File: src/rtl/sd_bus_pkg.sv
package sd_bus_pkg;

  // SD clock speed select. The half-period grows with the code.
  typedef enum logic [1:0] {
    W_40M  = 2'd0,
    W_20M  = 2'd1,
    W_10M  = 2'd2,
    W_365K = 2'd3
  } sd_clk_width_e;

  typedef enum logic [1:0] {
    ADV_NONE   = 2'd0,
    ADV_DAT_RD = 2'd1,
    ADV_DAT_WR = 2'd2
  } sd_adv_mode_e;

  typedef enum logic {
    DW_1 = 1'b0,
    DW_4 = 1'b1
  } sd_dat_width_e;

  localparam int SD_LANES = 4;
  localparam int SD_CRC_W = 16;

endpackage

File: src/rtl/sd_reg_pkg.sv
package sd_reg_pkg;

  // Byte register map on the Wishbone side.
  typedef enum logic [2:0] {
    REG_CMD      = 3'd0,
    REG_DAT      = 3'd1,
    REG_AUTO     = 3'd2,
    REG_ADV      = 3'd3,
    REG_CLK      = 3'd4,
    REG_CRC_CMD  = 3'd5,
    REG_CRC_DAT1 = 3'd6,
    REG_CRC_DAT0 = 3'd7
  } sd_reg_addr_e;

  // CLK register layout.
  typedef struct packed {
    logic [1:0] rsvd_hi;
    logic       dat_oe;
    logic       cmd_oe;
    logic       rsvd_lo;
    logic       data_width;
    logic [1:0] clk_width;
  } sd_clk_reg_t;

  // AUTO layout; CRC_CMD reuses it for the lane select.
  typedef struct packed {
    logic [1:0] rsvd_hi;
    logic [1:0] sel;
    logic [2:0] rsvd_lo;
    logic       avail;
  } sd_auto_reg_t;

  typedef union packed {
    sd_clk_reg_t  clk;
    sd_auto_reg_t adv;
    logic [7:0]   raw;
  } sd_wdata_u;

endpackage

File: src/rtl/sd_ctrl_if.sv
`timescale 1ns/1ps

interface sd_ctrl_if import sd_bus_pkg::*; ();

  sd_adv_mode_e  adv_mode;
  logic          mem_adv_en;
  logic          man_adv_en;
  logic [7:0]    dat_wr;
  logic          cmd_wr;
  logic          dat_oe;
  logic          cmd_oe;
  sd_dat_width_e data_width;
  sd_clk_width_e clk_width;

  // Status back from the line engine.
  logic          mem_adv_done;
  logic          man_adv_done;
  logic          rd_dat_avail;
  logic [7:0]    dat_rd;
  logic [7:0]    cmd_rd;

  modport regs (
    output adv_mode, mem_adv_en, man_adv_en, dat_wr, cmd_wr,
    output dat_oe, cmd_oe, data_width, clk_width,
    input  mem_adv_done, man_adv_done, rd_dat_avail, dat_rd, cmd_rd
  );

  modport engine (
    input  adv_mode, mem_adv_en, man_adv_en, dat_wr, cmd_wr,
    input  dat_oe, cmd_oe, data_width, clk_width,
    output mem_adv_done, man_adv_done, rd_dat_avail, dat_rd, cmd_rd
  );

endinterface

File: src/rtl/sd_crc16_bank.sv
`timescale 1ns/1ps

module sd_crc16_bank import sd_bus_pkg::*; (
  input  logic                         wb_clk_i,
  input  logic                         wb_rst_i,
  input  logic                         crc_rst_i,
  input  logic                         crc_sample_i,
  input  logic [SD_LANES-1:0]          crc_bits_i,
  input  sd_dat_width_e                crc_lanes_i,
  output logic [SD_LANES*SD_CRC_W-1:0] crc16_o
);

  // CRC16-CCITT, x^16 + x^12 + x^5 + 1.
  localparam logic [SD_CRC_W-1:0] POLY = 16'h1021;

  logic [SD_LANES-1:0][SD_CRC_W-1:0] crc_q;

  function automatic logic [SD_CRC_W-1:0] crc_step(
    input logic [SD_CRC_W-1:0] crc,
    input logic                bit_in
  );
    logic fb;
    fb = crc[SD_CRC_W-1] ^ bit_in;
    return {crc[SD_CRC_W-2:0], 1'b0} ^ (fb ? POLY : '0);
  endfunction

  always_ff @(posedge wb_clk_i) begin
    if (wb_rst_i || crc_rst_i) begin
      crc_q <= '0;
    end else if (crc_sample_i) begin
      for (int n = 0; n < SD_LANES; n++) begin
        // Only lane 0 carries data in 1-bit mode.
        if ((n == 0) || (crc_lanes_i == DW_4)) begin
          crc_q[n] <= crc_step(crc_q[n], crc_bits_i[n]);
        end
      end
    end
  end

  assign crc16_o = crc_q;

endmodule

File: src/rtl/sd_host_top.sv
`timescale 1ns/1ps

module sd_host_top import sd_reg_pkg::*, sd_bus_pkg::*; #(
  parameter int DIV_SLOW = 55
) (
  input  logic                wb_clk_i,
  input  logic                wb_rst_i,
  input  logic                wb_cyc_i,
  input  logic                wb_stb_i,
  input  logic                wb_we_i,
  input  logic [2:0]          wb_adr_i,
  input  logic [7:0]          wb_dat_i,
  output logic [7:0]          wb_dat_o,
  output logic                wb_ack_o,

  output logic                sd_clk_o,
  output logic                sd_cmd_o,
  output logic                sd_cmd_oe_o,
  input  logic                sd_cmd_i,
  output logic [SD_LANES-1:0] sd_dat_o,
  output logic                sd_dat_oe_o,
  input  logic [SD_LANES-1:0] sd_dat_i
);

  logic                         crc_sample;
  logic [SD_LANES-1:0]          crc_bits;
  sd_dat_width_e                crc_lanes;
  logic                         crc_rst;
  logic [SD_LANES*SD_CRC_W-1:0] crc16;

  sd_ctrl_if i_ctrl ();

  sd_wb_regs i_regs (
    .wb_clk_i  (wb_clk_i),
    .wb_rst_i  (wb_rst_i),
    .wb_cyc_i  (wb_cyc_i),
    .wb_stb_i  (wb_stb_i),
    .wb_we_i   (wb_we_i),
    .wb_adr_i  (sd_reg_addr_e'(wb_adr_i)),
    .wb_dat_i  (wb_dat_i),
    .wb_dat_o  (wb_dat_o),
    .wb_ack_o  (wb_ack_o),
    .ctrl      (i_ctrl.regs),
    .crc16_i   (crc16),
    .crc_rst_o (crc_rst)
  );

  sd_line_engine #(
    .DIV_SLOW (DIV_SLOW)
  ) i_engine (
    .wb_clk_i     (wb_clk_i),
    .wb_rst_i     (wb_rst_i),
    .ctrl         (i_ctrl.engine),
    .sd_clk_o     (sd_clk_o),
    .sd_cmd_o     (sd_cmd_o),
    .sd_cmd_oe_o  (sd_cmd_oe_o),
    .sd_cmd_i     (sd_cmd_i),
    .sd_dat_o     (sd_dat_o),
    .sd_dat_oe_o  (sd_dat_oe_o),
    .sd_dat_i     (sd_dat_i),
    .crc_sample_o (crc_sample),
    .crc_bits_o   (crc_bits),
    .crc_lanes_o  (crc_lanes)
  );

  sd_crc16_bank i_crc (
    .wb_clk_i     (wb_clk_i),
    .wb_rst_i     (wb_rst_i),
    .crc_rst_i    (crc_rst),
    .crc_sample_i (crc_sample),
    .crc_bits_i   (crc_bits),
    .crc_lanes_i  (crc_lanes),
    .crc16_o      (crc16)
  );

endmodule

File: src/rtl/sd_line_engine.sv
`timescale 1ns/1ps

module sd_line_engine import sd_bus_pkg::*; #(
  parameter int DIV_SLOW = 55
) (
  input  logic                wb_clk_i,
  input  logic                wb_rst_i,
  sd_ctrl_if.engine           ctrl,
  output logic                sd_clk_o,
  output logic                sd_cmd_o,
  output logic                sd_cmd_oe_o,
  input  logic                sd_cmd_i,
  output logic [SD_LANES-1:0] sd_dat_o,
  output logic                sd_dat_oe_o,
  input  logic [SD_LANES-1:0] sd_dat_i,
  output logic                crc_sample_o,
  output logic [SD_LANES-1:0] crc_bits_o,
  output sd_dat_width_e       crc_lanes_o
);

  localparam int HALF_MAX = (DIV_SLOW > 4) ? DIV_SLOW : 4;
  localparam int CNT_W    = $clog2(HALF_MAX + 1);

  logic                en_q, pend_q, pend_mem_q;
  logic                busy_q, mem_q, rd_q, high_q;
  logic [CNT_W-1:0]    div_cnt_q, half_len;
  logic [3:0]          bits_q;
  logic                mem_done_q, man_done_q, avail_q, sample_q;
  logic                half_end;
  logic [7:0]          sh_q, sh_src, sh_nxt, dat_rd_q, cmd_rd_q;
  logic [SD_LANES-1:0] nib_nxt, dat_out_q, crc_bits_q;
  logic                cmd_out_q;

  always_comb begin
    case (ctrl.clk_width)
      W_40M:   half_len = CNT_W'(1);
      W_20M:   half_len = CNT_W'(2);
      W_10M:   half_len = CNT_W'(4);
      default: half_len = CNT_W'(DIV_SLOW);
    endcase
  end

  assign half_end = busy_q && (div_cnt_q == half_len - 1'b1);

  // Next nibble on the lines. Line 3 takes the top bit.
  assign sh_src = pend_q ? ctrl.dat_wr : sh_q;
  always_comb begin
    if (ctrl.data_width == DW_4) begin
      nib_nxt = sh_src[7:4];
      sh_nxt  = {sh_src[3:0], 4'h0};
    end else begin
      nib_nxt = {3'b111, sh_src[7]};
      sh_nxt  = {sh_src[6:0], 1'b0};
    end
  end

  always_ff @(posedge wb_clk_i) begin
    if (wb_rst_i) begin
      {en_q, pend_q, pend_mem_q, busy_q, mem_q, rd_q, high_q} <= '0;
      {mem_done_q, man_done_q, avail_q, sample_q} <= '0;
      div_cnt_q <= '0;
      bits_q    <= 4'd0;
    end else begin
      en_q       <= ctrl.mem_adv_en;
      pend_q     <= 1'b0;
      mem_done_q <= 1'b0;
      sample_q   <= 1'b0;
      if (!busy_q && !pend_q) begin
        if (ctrl.mem_adv_en && !en_q) begin
          pend_q     <= 1'b1;
          pend_mem_q <= 1'b1;
        end else if (ctrl.man_adv_en) begin
          pend_q     <= 1'b1;
          pend_mem_q <= 1'b0;
        end
      end
      if (pend_q) begin
        busy_q    <= 1'b1;
        mem_q     <= pend_mem_q;
        rd_q      <= (ctrl.adv_mode == ADV_DAT_RD);
        high_q    <= 1'b0;
        div_cnt_q <= '0;
        avail_q   <= 1'b0;
        if (pend_mem_q) begin
          bits_q <= (ctrl.data_width == DW_4) ? 4'd2 : 4'd8;
        end else begin
          bits_q     <= 4'd1;
          man_done_q <= 1'b0;
        end
      end else if (half_end) begin
        div_cnt_q <= '0;
        high_q    <= !high_q;
        if (!high_q) begin
          sample_q <= mem_q;
        end else begin
          bits_q <= bits_q - 4'd1;
          if (bits_q == 4'd1) begin
            busy_q     <= 1'b0;
            mem_done_q <= mem_q;
            avail_q    <= mem_q && rd_q;
            man_done_q <= !mem_q || man_done_q;
          end
        end
      end else if (busy_q) begin
        div_cnt_q <= div_cnt_q + 1'b1;
      end
    end
  end

  // Line data is driven at the low half and captured at the rising edge.
  always_ff @(posedge wb_clk_i) begin
    if (pend_q && pend_mem_q && (ctrl.adv_mode == ADV_DAT_WR)) begin
      dat_out_q <= nib_nxt;
      sh_q      <= sh_nxt;
    end else if (pend_q && !pend_mem_q) begin
      cmd_out_q <= ctrl.cmd_wr;
    end else if (half_end && !high_q) begin
      if (mem_q) begin
        crc_bits_q <= rd_q ? sd_dat_i : dat_out_q;
        if (rd_q) begin
          dat_rd_q <= (ctrl.data_width == DW_4) ? {dat_rd_q[3:0], sd_dat_i} :
                                                  {dat_rd_q[6:0], sd_dat_i[0]};
        end
      end else begin
        cmd_rd_q <= {cmd_rd_q[6:0], sd_cmd_i};
      end
    end else if (half_end && mem_q && !rd_q && (bits_q != 4'd1)) begin
      dat_out_q <= nib_nxt;
      sh_q      <= sh_nxt;
    end
  end

  assign sd_clk_o     = high_q;
  assign sd_cmd_o     = cmd_out_q;
  assign sd_cmd_oe_o  = ctrl.cmd_oe;
  assign sd_dat_o     = dat_out_q;
  assign sd_dat_oe_o  = ctrl.dat_oe;
  assign crc_sample_o = sample_q;
  assign crc_bits_o   = crc_bits_q;
  assign crc_lanes_o  = ctrl.data_width;

  assign ctrl.mem_adv_done = mem_done_q;
  assign ctrl.man_adv_done = man_done_q;
  assign ctrl.rd_dat_avail = avail_q;
  assign ctrl.dat_rd       = dat_rd_q;
  assign ctrl.cmd_rd       = cmd_rd_q;

endmodule

File: src/rtl/sd_wb_regs.sv
`timescale 1ns/1ps

module sd_wb_regs import sd_reg_pkg::*, sd_bus_pkg::*; (
  input  logic                         wb_clk_i,
  input  logic                         wb_rst_i,
  input  logic                         wb_cyc_i,
  input  logic                         wb_stb_i,
  input  logic                         wb_we_i,
  input  sd_reg_addr_e                 wb_adr_i,
  input  logic [7:0]                   wb_dat_i,
  output logic [7:0]                   wb_dat_o,
  output logic                         wb_ack_o,
  sd_ctrl_if.regs                      ctrl,
  input  logic [SD_LANES*SD_CRC_W-1:0] crc16_i,
  output logic                         crc_rst_o
);

  localparam logic WB_IDLE     = 1'b0;
  localparam logic WB_ADV_WAIT = 1'b1;

  logic          wb_state;
  logic          wb_ack_q;
  logic          wb_trans;
  logic          wb_start;
  logic          wr_start;
  logic          dat_adv_req;

  sd_wdata_u     wdata;
  sd_wdata_u     rdata;
  logic [SD_CRC_W-1:0] crc_lane;

  sd_adv_mode_e  adv_mode_q;
  logic [1:0]    crc_sel_q;
  logic          dat_oe_q;
  logic          cmd_oe_q;
  sd_dat_width_e data_width_q;
  sd_clk_width_e clk_width_q;
  logic          cmd_wr_q;
  logic [7:0]    dat_wr_q;

  assign wb_trans = wb_cyc_i && wb_stb_i;
  // A new access is taken only once the previous ack has gone.
  assign wb_start = wb_trans && !wb_ack_q && (wb_state == WB_IDLE);
  assign wr_start = wb_start && wb_we_i;
  assign wdata    = wdata_cast(wb_dat_i);

  assign dat_adv_req = wb_trans && (wb_adr_i == REG_DAT) &&
                       ((adv_mode_q == ADV_DAT_RD) || (adv_mode_q == ADV_DAT_WR));

  function automatic sd_wdata_u wdata_cast(input logic [7:0] b);
    sd_wdata_u w;
    w.raw = b;
    return w;
  endfunction

  // Ack state machine; advance accesses wait for the engine.
  always_ff @(posedge wb_clk_i) begin
    if (wb_rst_i) begin
      wb_state <= WB_IDLE;
      wb_ack_q <= 1'b0;
    end else begin
      wb_ack_q <= 1'b0;
      case (wb_state)
        WB_IDLE: begin
          if (wb_start) begin
            if (dat_adv_req) begin
              wb_state <= WB_ADV_WAIT;
            end else begin
              wb_ack_q <= 1'b1;
            end
          end
        end
        default: begin
          if (ctrl.mem_adv_done) begin
            wb_state <= WB_IDLE;
          end
        end
      endcase
    end
  end

  assign wb_ack_o = wb_ack_q || ((wb_state == WB_ADV_WAIT) && ctrl.mem_adv_done);

  // Configuration registers.
  always_ff @(posedge wb_clk_i) begin
    if (wb_rst_i) begin
      adv_mode_q   <= ADV_NONE;
      crc_sel_q    <= 2'd0;
      dat_oe_q     <= 1'b0;
      cmd_oe_q     <= 1'b0;
      data_width_q <= DW_1;
      clk_width_q  <= W_365K;
    end else if (wr_start) begin
      case (wb_adr_i)
        REG_AUTO: begin
          adv_mode_q <= sd_adv_mode_e'(wdata.adv.sel);
        end
        REG_CLK: begin
          dat_oe_q     <= wdata.clk.dat_oe;
          cmd_oe_q     <= wdata.clk.cmd_oe;
          data_width_q <= sd_dat_width_e'(wdata.clk.data_width);
          clk_width_q  <= sd_clk_width_e'(wdata.clk.clk_width);
        end
        REG_CRC_CMD: begin
          crc_sel_q <= wdata.adv.sel;
        end
        default: begin
        end
      endcase
    end
  end

  // Outgoing command bit and data byte.
  always_ff @(posedge wb_clk_i) begin
    if (wr_start && (wb_adr_i == REG_CMD)) begin
      cmd_wr_q <= wdata.raw[0];
    end
    if (wr_start && (wb_adr_i == REG_DAT)) begin
      dat_wr_q <= wdata.raw;
    end
  end

  assign crc_lane = crc16_i[crc_sel_q*SD_CRC_W +: SD_CRC_W];

  always_comb begin
    rdata.raw = 8'h00;
    case (wb_adr_i)
      REG_CMD:      rdata.raw = ctrl.cmd_rd;
      REG_DAT:      rdata.raw = ctrl.dat_rd;
      REG_AUTO: begin
        rdata.adv.sel   = adv_mode_q;
        rdata.adv.avail = ctrl.rd_dat_avail;
      end
      REG_ADV:      rdata.raw = {7'b0, ctrl.man_adv_done};
      REG_CLK: begin
        rdata.clk.dat_oe     = dat_oe_q;
        rdata.clk.cmd_oe     = cmd_oe_q;
        rdata.clk.data_width = data_width_q;
        rdata.clk.clk_width  = clk_width_q;
      end
      REG_CRC_CMD:  rdata.adv.sel = crc_sel_q;
      REG_CRC_DAT1: rdata.raw = crc_lane[15:8];
      default:      rdata.raw = crc_lane[7:0];
    endcase
  end

  assign wb_dat_o = rdata.raw;

  // Requests to the line engine.
  assign ctrl.mem_adv_en = dat_adv_req && !wb_ack_o;
  assign ctrl.man_adv_en = wr_start && (wb_adr_i == REG_ADV);
  assign crc_rst_o       = wr_start && (wb_adr_i == REG_CRC_DAT1);

  assign ctrl.adv_mode   = adv_mode_q;
  assign ctrl.dat_wr     = dat_wr_q;
  assign ctrl.cmd_wr     = cmd_wr_q;
  assign ctrl.dat_oe     = dat_oe_q;
  assign ctrl.cmd_oe     = cmd_oe_q;
  assign ctrl.data_width = data_width_q;
  assign ctrl.clk_width  = clk_width_q;

endmodule

File: config.mk
export PLATFORM = sky130hd
export DESIGN_NAME = sd_host_top
export DESIGN_NICKNAME = d
export VERILOG_FILES = /design/src/rtl/sd_bus_pkg.sv /design/src/rtl/sd_reg_pkg.sv /design/src/rtl/sd_ctrl_if.sv /design/src/rtl/sd_crc16_bank.sv /design/src/rtl/sd_host_top.sv /design/src/rtl/sd_line_engine.sv /design/src/rtl/sd_wb_regs.sv
export SDC_FILE = /design/constraint.sdc
export NUM_CORES = 1
export LEC_CHECK = 0
export BUFFER_PORTS_ARGS = -buffer_cell sky130_fd_sc_hd__buf_2
export CAP_MARGIN = 10
export CORE_ASPECT_RATIO = 0.6
export CORE_UTILIZATION = 25
export DETAILED_ROUTE_END_ITERATION = 10
export GPL_TIMING_DRIVEN = 1
export PLACE_DENSITY = 0.44
export SLEW_MARGIN = 20
export SYNTH_ARGS = -nofsm -noshare
export SYNTH_HDL_FRONTEND = slang
export SYNTH_HIERARCHICAL = 1
export SYNTH_SLANG_ARGS = --single-unit
File: constraint.sdc
create_clock -name wb_clk_i -period 8.3 [get_ports wb_clk_i]
set_clock_uncertainty 0.1 [all_clocks]
set_input_delay 0.83 -clock wb_clk_i [delete_from_list [all_inputs] [get_ports wb_clk_i]]
set_output_delay 0.83 -clock wb_clk_i [all_outputs]
set_load 0.05 [all_outputs]
* Word-level counts from Yosys, hierarchy flattened
Index checks and enable logic that the tools add are counted.
Storage, ports and cells: input bits 21, logic and storage cells 181, output and inout port bits 17, flip-flop bits (word level) 138
Operators by class: bitwise logic cells 17, reductions and logical operators 65, equality and inequality tests 16, muxes and demuxes 46, shifts and indexed selects 1, $add $sub $neg 3
Operators by type and width (count):
- indexed part select 64 x 7 -> 16 bit | 1
- bitwise XOR 16 bit | 4
- 2-to-1 mux 8 bit | 7
- 2-to-1 mux 13 bit | 4
- 2-to-1 mux 4 bit | 11
- logical AND 1 bit | 23
- 2-to-1 mux 1 bit | 18
- one-hot mux 6 bit (3 select lines) | 1
- one-hot mux 2 bit (7 select lines) | 1
- AND reduction 2 bit | 7
- AND reduction 4 bit | 3
- one-hot mux 2 bit (5 select lines) | 1
- nonzero test 2 bit | 5
- equality test 3 bit, second input constant | 3
- logical NOT 1 bit | 9
- inverter 1 bit | 9
- AND reduction 3 bit | 3
- OR reduction 3 bit | 3
- one-hot mux 2 bit (4 select lines) | 1
- OR reduction 4 bit | 2
- one-hot mux 1 bit (7 select lines) | 1
- adder 6 x 1 -> 6 bit, second input constant | 1
- equality test 3 x 2 -> 1 bit, second input constant | 2
- equality test 6 bit | 1
- 17 further kinds | 27

* Logic depth before layout (Yosys ltp)
Gate-level depths: netlist (run 1).
word-level depth 12, mapped depth 8, mapped depth without buffers 6

* By module
The synthesis (run 1) kept the hierarchy.
By module, submodules not included:
- sd_line_engine | instances 1, seq. area each 1381.3 µm², area each 2402.3 µm², cells each 194
- sd_crc16_bank | instances 1, seq. area each 1281.2 µm², area each 2349.8 µm², cells each 274
- sd_wb_regs | instances 1, seq. area each 490.5 µm², area each 1576.5 µm², cells each 151

* Worst setup path before layout (run 1)
Ideal clock, no wire load.
path type input-to-output, start point input wb_adr_i[0], end point output wb_dat_o[0], setup slack 4677 ps, data required time 7370 ps, data arrival time 2693 ps, cell stages on the path 5, path buffers 2, cells stage by stage buf_2 -> buf_1 -> nand3_1 -> o22ai_1 -> a311oi_1
On the way: word-level cells in the longest chain between the ends 2, elaborated cells on any way between the ends 8, classes of those cells eq/ne: 6; mux: 1; reduce/logical: 1
RTL lines:
- from (decl) | line sd_host_top.sv:11 | input logic [2:0] wb_adr_i,
- equality test 3 bit (tied with other cells) | line sd_wb_regs.sv:127 | case (wb_adr_i)
- one-hot mux 1 bit (7 select lines) (*) | line sd_wb_regs.sv:127
- to (decl) | line sd_host_top.sv:13 | output logic [7:0] wb_dat_o,
Mark *: on every way between the ends. The rest lies on a longest branch, timed or not.

* Worst setup path in the final report (run 1)
start point register i_regs.crc_sel_q[0], end point output wb_dat_o[4]
On the way: word-level cells in the longest chain between the ends 2
RTL lines:
- from (decl) | line sd_wb_regs.sv:33 | logic [1:0] crc_sel_q;
- from (signal assigned) | line sd_wb_regs.sv:105 | crc_sel_q <= wdata.adv.sel;
- indexed part select 64 x 7 -> 16 bit | line sd_wb_regs.sv:123 | assign crc_lane = crc16_i[crc_sel_q*SD_CRC_W +: SD_CRC_W];
- one-hot mux 2 bit (7 select lines) (*) | line sd_wb_regs.sv:127
Marked as above.

==> load_flow_metrics.sql, run 1 <==
INSERT INTO impl_metrics (metric_group, metric, value, unit) VALUES
('detailed_routing', 'ant_nets', '0', ''),
('detailed_routing', 'routed_via_density', '4.88', ''),
('sta', 'max_freq', '0.259', 'GHz'),
('sta', 'min_cycle_time_layout', '3.86', 'ns'),
('setup_path', 'arrival', '2.93', 'ns'),
('logic_synthesis', 'yosysUniqueCellTypes', '60', ''),
('pwr', 'power_density', '199', 'mW/mm^2'),
('logic_synthesis', 'yosys_warnings', '6', ''),
('sta', 'final-setup-viol-count', '0', ''),
('grt', 'grt_first_pass_wirelength', '27.8', 'mm'),
('cts', 'numClockSinks', '137', ''),
('detailed_routing', 'dr_total_vias', '4749', ''),
('pwr', 'irDropWorstVdd', '0.111', 'mV'),
('place', 'dp.final_hpwl', '13.0', 'mm'),
('setup_path', 'worstPathRequired', '7.37', 'ns'),
('cells_and_area', 'final_area', '0.00730', 'sq mm'),
('logic_synthesis', 'post_synth_and_or_nand_nor_area_fraction', '17.6', '%'),
('cts', 'ctsRootBufferMaster', 'clkbuf_16', ''),
('setup_path', 'worstSetupEndpointType', 'output port', ''),
('flow_run', 'maxCapViolations', '0', ''),
('pwr', 'power.switching_fraction', '22.2', '%'),
('outcome', 'status', 'finished, final reports clean', ''),
('detailed_routing', 'dr.first_iter.drc_count', '358', ''),
('logic_synthesis', 'synthMuxAreaShare', '15.5', '%'),
('setup_path', 'crit_end', 'wb_dat_o[4]', ''),
('grt', 'grt_use_met1', '24.0', '%'),
('place', 'pre_cts_slack', '4.64', 'ns'),
('cells_and_area', 'antennaDiodeCount', '0', ''),
('detailed_routing', 'routed_wl', '17.7', 'mm'),
('cts', 'clk_pin_slew_worst_paths', '0.06', 'ns'),
('grt', 'grt_start_max_net_pins', '65', ''),
('cells_and_area', 'syn_to_final_growth', '15.4', '%'),
('detailed_routing', 'drc_errors', '0', ''),
('pwr', 'post-layout-total-power', '1450', 'uW'),
('floorplan', 'num_rows', '44', ''),
('grt', 'global_route.usage.total', '14.3', '%'),
('cts', 'clk_path_buf_depth', '2', ''),
('sta', 'min_period_over_period', '46.5', '%'),
('cells_and_area', 'filler_cell_count', '2529', ''),
('cts', 'cts_buffers', '17', ''),
('sta', 'drv_slew', '0', ''),
('floorplan', 'floorplan.die.width', '207', 'um'),
('pwr', 'internal-power', '1130', 'uW'),
('logic_synthesis', 'count_of_flip_flops_with_a_built_in_enable_after_synthesis', '41', ''),
('logic_synthesis', 'synth_top_family_by_area', 'simple AND/OR/NAND/NOR gates', ''),
('cts', 'post_cts_hold_buffer_count', '0', ''),
('setup_path', 'critical_path.reg2reg.endpoint', 'i_engine/ctrl.dat_rd[7]', ''),
('cts', 'tritoncts', 'done', ''),
('pwr', 'pwr-share-seq', '47.4', '%'),
('floorplan', 'core_area', '0.0245', 'sq mm'),
('pwr', 'share_clk_of_total_power', '48.7', '%'),
('place', 'place_congestion', '0.859', ''),
('detailed_routing', 'wl_per_cell', '18.1', 'um'),
('logic_synthesis', 'post_synth.cell_area_avg', '10.2', 'sq um'),
('setup_path', 'cp_startpoint', 'i_regs/crc_sel_q[0]', ''),
('sta', 'postLayoutSetupSlackWorst', '4.44', 'ns'),
('grt', 'top_usage_layer', 'met1', ''),
('logic_synthesis', 'cells_after_synthesis', '619', ''),
('floorplan', 'floorplan.die_area', '0.0260', 'sq mm'),
('logic_synthesis', 'synth-seq-cells', '137', ''),
('setup_path', 'critical_path.startpoint_type', 'flip-flop', ''),
('pwr', 'leakagePower', '0.00248', 'uW'),
('cts', 'worst_skew_pair.late_latency', '0.43', 'ns'),
('sta', 'unrepaired_setup_endpoints_after_global_routing', 'no', ''),
('setup_path', 'crit_path_max_fanout', '12', ''),
('logic_synthesis', 'synth-xor-area-share', '1.80', '%'),
('logic_synthesis', 'asyncSetResetFlopFracSynth', '0', '%'),
('sta', 'hold_violations', '0', ''),
('grt', 'remaining_overflow_grt', '0', ''),
('cells_and_area', 'design.final.nets', '669', ''),
('logic_synthesis', 'synth_compound_area_share', '9.55', '%');
-- power by group through the flow --
stage / logic (uW) / registers (uW) / clock network [uW]
floorplan: 38.9 / 702 / 0
CTS: 56.6 / 688 / 725
detailed placement: 56.2 / 703 / 0
global placement: 55.8 / 703 / 0
finish: 56.5 / 689 / 708
global route: 60.6 / 688 / 762
-- area by class of cell --
type	instances	area, sq um	area share [%]
sequential	137	3150	43.2
inverter	10	37.5	0.514
clock inverter	7	38.8	0.531
tap	322	403	5.52
clock buffer	24	513	7.03
timing repair buffer	45	245	3.36
multi-input combinational	429	2910	39.9
-- Yosys cell counts (all sizes together) (3+ instances only) --
cell type  instances  area share, %
edfxtp            41             19
nor2              54            3.2
a31oi              7           0.69
clkbuf            16           0.95
nand4              6           0.59
a22oi              3           0.36
nor3b              5           0.59
nor4               4           0.49
nand2            107            6.3
o22ai              3           0.30
o31ai              3           0.36
nand3b             4           0.47
and3               5           0.49
nand3             10           0.79
nor3               9           0.71
o21ai              4           0.32
a21oi             59            4.7
mux2i             36            5.7
mux2              19            3.4
nand2b             7           0.69
nor2b              3           0.30
or3                8           0.87
mux4              18            6.4
ha                 8            1.6
a211oi             4           0.71
xor2               4           0.55
dfxtp             96             30
xnor2              9            1.2
buf               27            2.6
inv                8           0.47
-- per-stage QoR --
stage | instances | util, %
detailed placement | 943 | 27.6
finish | 974 | 29.8
global placement | 943 | 27.6
global route | 974 | 29.8
floorplan | 619 | -
CTS | 974 | 29.8
-- worst min-delay path by stage --
stage | endpoint | slack, ns | cells past startpoint | startpoint
finish | i_engine/sd_cmd_o | 0.34 | 0 | i_regs/ctrl.cmd_wr
CTS | i_engine/sd_cmd_o | 0.34 | 0 | i_regs/ctrl.cmd_wr
floorplan | i_engine/sd_cmd_o | 0.30 | 0 | i_regs/ctrl.cmd_wr
global placement | i_engine/sd_cmd_o | 0.31 | 0 | i_regs/ctrl.cmd_wr
detailed placement | i_engine/sd_cmd_o | 0.33 | 0 | i_regs/ctrl.cmd_wr
global route | i_engine/sd_cmd_o | 0.35 | 0 | i_regs/ctrl.cmd_wr
-- worst max-delay path: stages, from the launching register on --
cell,delay (ns)
dfxtp_1,0.64
buf_4,0.31
mux4_2,0.57
mux4_2,0.47
mux2_2,0.29
buf_2,0.22
-- layer usage --
layer,routed length [um],vias up
li1,-,2257
met4,152,0
met5,0,-
met3,1070,12
met1,10100,2318
met2,6330,162
-- sequential cells by signal, summed over array words and instances (netlist names), 6 cells and up --
| register | flops |
|---|---|
| i_engine/sh_q | 7 |
| i_regs/ctrl.dat_wr | 8 |
| i_crc/crc16_o | 64 |
| i_engine/ctrl.cmd_rd | 8 |
| i_engine/div_cnt_q | 6 |
| i_engine/ctrl.dat_rd | 8 |
-- kinds of logic (layout without fill, tap and decap cells) --
group                    Yosys count  after routing
AO/OA/AOI/OAI                     99             99
AND/OR/NAND/NOR                  236            236
flip-flops                       137            137
multiplexers                      73             73
adder cells (fa/ha/maj)            8              8
XOR/XNOR                          13             13
buffers and inverters             53             86
Power figures use the tool's default switching activity.
==> run 2, diff against run 1 <==
==> constraint.sdc (replaced) <==
create_clock -name wb_clk_i -period 3.6 [get_ports wb_clk_i]
set_clock_uncertainty 0.1 [all_clocks]
set_input_delay 0.36 -clock wb_clk_i [delete_from_list [all_inputs] [get_ports wb_clk_i]]
set_output_delay 0.36 -clock wb_clk_i [all_outputs]
set_load 0.05 [all_outputs]
==> run 2 against run 1 <==
Effect of this change: clock power increased to 2.6 times the previous value; hold slack got worse by 0.32 ns; design area increased by 1.6%; final cell count increased by 0.41%; register-to-register slack got worse by 4.7 ns; critical path type unchanged; clock-buffer cell count increased by 1.
==> load_flow_metrics.sql, run 2 (same netlist as run 1, synthesis figures left out) <==
INSERT INTO impl_metrics (metric_group, metric, value, unit) VALUES
('cells_and_area', 'final-seq-area', '0.00315', 'sq mm'),
('min_path', 'min_path_type', 'in2reg', ''),
('pwr', 'comb_power_share', '3.8', '%'),
('cts', 'h-tree-depth', '4', ''),
('place', 'dp.final_hpwl', '13.0', 'mm'),
('setup_path', 'worstSetupEndpointType', 'output port', ''),
('cts', 'postCtsSetupRepairBufs', '0', ''),
('pwr', 'power.switching_fraction', '21.8', '%'),
('pwr', 'post-layout-total-power', '3550', 'uW'),
('sta', 'final-setup-viol-count', '0', ''),
('sta', 'min_period_over_period', '80.1', '%'),
('detailed_routing', 'wl_per_cell', '18.0', 'um'),
('sta', 'fin_hold_ws', '0.0213', 'ns'),
('setup_path', 'critical_path.startpoint_type', 'flip-flop', ''),
('sta', 'fin_setup_tns', '0', 'ns'),
('place', 'place_congestion', '0.840', ''),
('cells_and_area', 'final_cell_mix', 'nand2_1 (107), dfxtp_1 (96), a21oi_1 (59)', ''),
('sta', 'min_cycle_time_layout', '2.89', 'ns'),
('setup_path', 'worst-r2r-setup-slack', '0.72', 'ns'),
('detailed_routing', 'ant_nets', '0', ''),
('setup_path', 'cpMaxStageDelayCell', 'mux4_2', ''),
('grt', 'global_route.usage.total', '13.9', '%'),
('cells_and_area', 'antennaDiodeCount', '0', ''),
('cells_and_area', 'final_area', '0.00742', 'sq mm'),
('detailed_routing', 'routed_wl', '17.6', 'mm'),
('grt', 'first_global_vias', '4450', ''),
('sta', 'relSlewSlack', '44.8', '%'),
('floorplan', 'initial_utilization', '25.8', '%'),
('place', 'pre_cts_slack', '0.727', 'ns'),
('cts', 'tritoncts', 'done', ''),
('pwr', 'netSwitchingPower', '776', 'uW'),
('cells_and_area', 'filler_cell_count', '2521', ''),
('floorplan', 'floorplan.die.width', '207', 'um'),
('cts', 'clk_pin_slew_worst_paths', '0.06', 'ns'),
('setup_path', 'timing.critical_path.cells', 'buf_4 -> mux4_2 -> nor3_1 -> a21oi_1 -> mux2_2 -> buf_2', ''),
('outcome', 'status', 'finished, final reports clean', ''),
('flow_run', 'maxCapViolations', '0', ''),
('cells_and_area', 'syn_to_final_growth', '17.2', '%'),
('sta', 'tightest_pin_transition', '0.826', 'ns'),
('cts', 'worst_skew_pair.late_latency', '0.42', 'ns'),
('place', 'placed_area', '0.00679', 'sq mm'),
('floorplan', 'ioPinCount', '38', ''),
('floorplan', 'core_area', '0.0245', 'sq mm'),
('setup_path', 'critPathMaxStageDelay', '0.58', 'ns'),
('cts', 'cts_buffers', '17', ''),
('pwr', 'power_density', '479', 'mW/mm^2'),
('cts', 'post_cts_hold_buffer_count', '0', ''),
('cts', 'numClockSinks', '137', ''),
('pwr', 'share_clk_of_total_power', '51.6', '%'),
('detailed_routing', 'dr_total_vias', '4758', ''),
('cells_and_area', 'multi_input_area', '0.00291', 'sq mm'),
('min_path', 'min_from', 'wb_dat_i[6]', ''),
('grt', 'initial_antenna_violation_count', '1', ''),
('pwr', 'irDropWorstVdd', '0.315', 'mV'),
('cts', 'ctsRootBufferMaster', 'clkbuf_16', ''),
('setup_path', 'worst-path-buf-inv', '2', ''),
('grt', 'grt_start_max_net_pins', '52', ''),
('sta', 'hold_violations', '0', ''),
('cells_and_area', 'largest_register_ff_count', '64', ''),
('setup_path', 'critical-path-top-delay-family', 'multiplexers', ''),
('cts', 'cts_resized', '0', ''),
('detailed_routing', 'routed_via_density', '4.87', ''),
('detailed_routing', 'drc_errors', '0', ''),
('grt', 'grt_first_pass_wirelength', '27.1', 'mm'),
('pwr', 'pwr-share-seq', '44.6', '%'),
('floorplan', 'num_rows', '44', ''),
('cells_and_area', 'design.final.nets', '672', ''),
('sta', 'postLayoutSetupSlackWorst', '0.715', 'ns'),
('setup_path', 'arrival', '2.43', 'ns'),
('cts', 'clk_path_buf_depth', '2', ''),
('pwr', 'internal-power', '2780', 'uW'),
('setup_path', 'worstPathRequired', '3.14', 'ns'),
('setup_path', 'reg2reg_depth', '6', ''),
('detailed_routing', 'drt_pass1_iterations', '5', ''),
('place', 'io_buffers', '37', ''),
('setup_path', 'critical_path.reg2reg.endpoint', 'i_engine/ctrl.dat_rd[7]', ''),
('grt', 'remaining_overflow_grt', '0', ''),
('cells_and_area', 'layout_commonest_cell', 'nand2_1', ''),
('sta', 'drv_slew', '0', ''),
('setup_path', 'criticalPathCategory', 'reg2out', ''),
('min_path', 'hold_path_end', 'i_regs/ctrl.dat_wr[6]', ''),
('pwr', 'leakagePower', '0.00254', 'uW'),
('sta', 'unrepaired_setup_endpoints_after_global_routing', 'no', ''),
('cells_and_area', 'drive_gt1_share', '18.9', '%'),
('setup_path', 'rr_startpoint', 'i_regs/ctrl.clk_width[0]', ''),
('min_path', 'worstHoldPathCells', '1', ''),
('floorplan', 'die_extent_in_y', '125', 'um'),
('detailed_routing', 'dr.first_iter.drc_count', '352', ''),
('floorplan', 'floorplan.die_area', '0.0260', 'sq mm'),
('sta', 'max_freq', '0.347', 'GHz'),
('setup_path', 'crit_path_max_fanout', '19', '');
-- run 2: changes by cell type in the layout (fill, tap and decap cells not counted), sizes merged --
cell	before	now
buf	45	48
bufinv	0	1
clkbuf	24	25
inv	9	8
-- run 2: worst register-to-register path, delay by kind of cell, from the launching register on --
| family | cells | cell delay [ns] |
|---|---|---|
| xor+xnor | 1 | 0.20 |
| simple gates | 2 | 1.01 |
| fa+ha+maj | 1 | 0.31 |
| buf+inv | 1 | 0.09 |
| flops | 1 | 0.41 |
| compound gates | 1 | 0.43 |
-- run 2: worst max path at each step --
| stage | start | end | cells after the start |
|---|---|---|---|
| floorplan | i_regs/ctrl.clk_width[0] | i_engine/ctrl.cmd_rd[0] | 7 |
| CTS | i_regs/crc_sel_q[0] | wb_dat_o[4] | 6 |
| detailed placement | i_regs/ctrl.clk_width[0] | i_engine/ctrl.dat_rd[7] | 6 |
| global placement | i_regs/ctrl.clk_width[0] | i_engine/ctrl.dat_rd[0] | 6 |
| global route | i_regs/ctrl.clk_width[0] | i_engine/ctrl.dat_rd[1] | 6 |
| finish | i_regs/crc_sel_q[0] | wb_dat_o[4] | 6 |
-- run 2: cell type report --
type	instances	share of cell area [%]
clock buffer	25	7.55
clock inverter	7	0.995
inverter	10	0.506
multi-input combinational	429	39.2
sequential	137	42.5
tap	322	5.43
timing repair buffer	48	3.78
-- run 2: power groups by stage --
| stage | combinational (uW) | clock, uW | sequential (uW) |
|---|---|---|---|
| 2_1_floorplan | 89.6 | 0 | 1620 |
| 3_3_place_gp | 133 | 0 | 1620 |
| 3_5_place_dp | 134 | 0 | 1620 |
| 4_1_cts | 134 | 1870 | 1590 |
| 5_1_grt | 144 | 1940 | 1590 |
| 6_report | 134 | 1830 | 1590 |
-- run 2: stage by stage --
| step | instances | utilization (%) |
|---|---|---|
| global placement | 946 | 27.7 |
| CTS | 978 | 30.3 |
| finish | 978 | 30.3 |
| detailed placement | 946 | 27.7 |
| global route | 978 | 30.3 |
| floorplan | 619 | - |
-- run 2: metal layers --
metal | track usage, % | vias up | share of wire, % | routed length, um
met3 | 3.37 | 8 | 5.7 | 1000
li1 | - | 2273 | - | -
met4 | 3.86 | 0 | 0.76 | 134
met2 | 16.2 | 128 | 35 | 6200
met5 | 0 | - | 0 | 0
met1 | 23.5 | 2349 | 58 | 10300
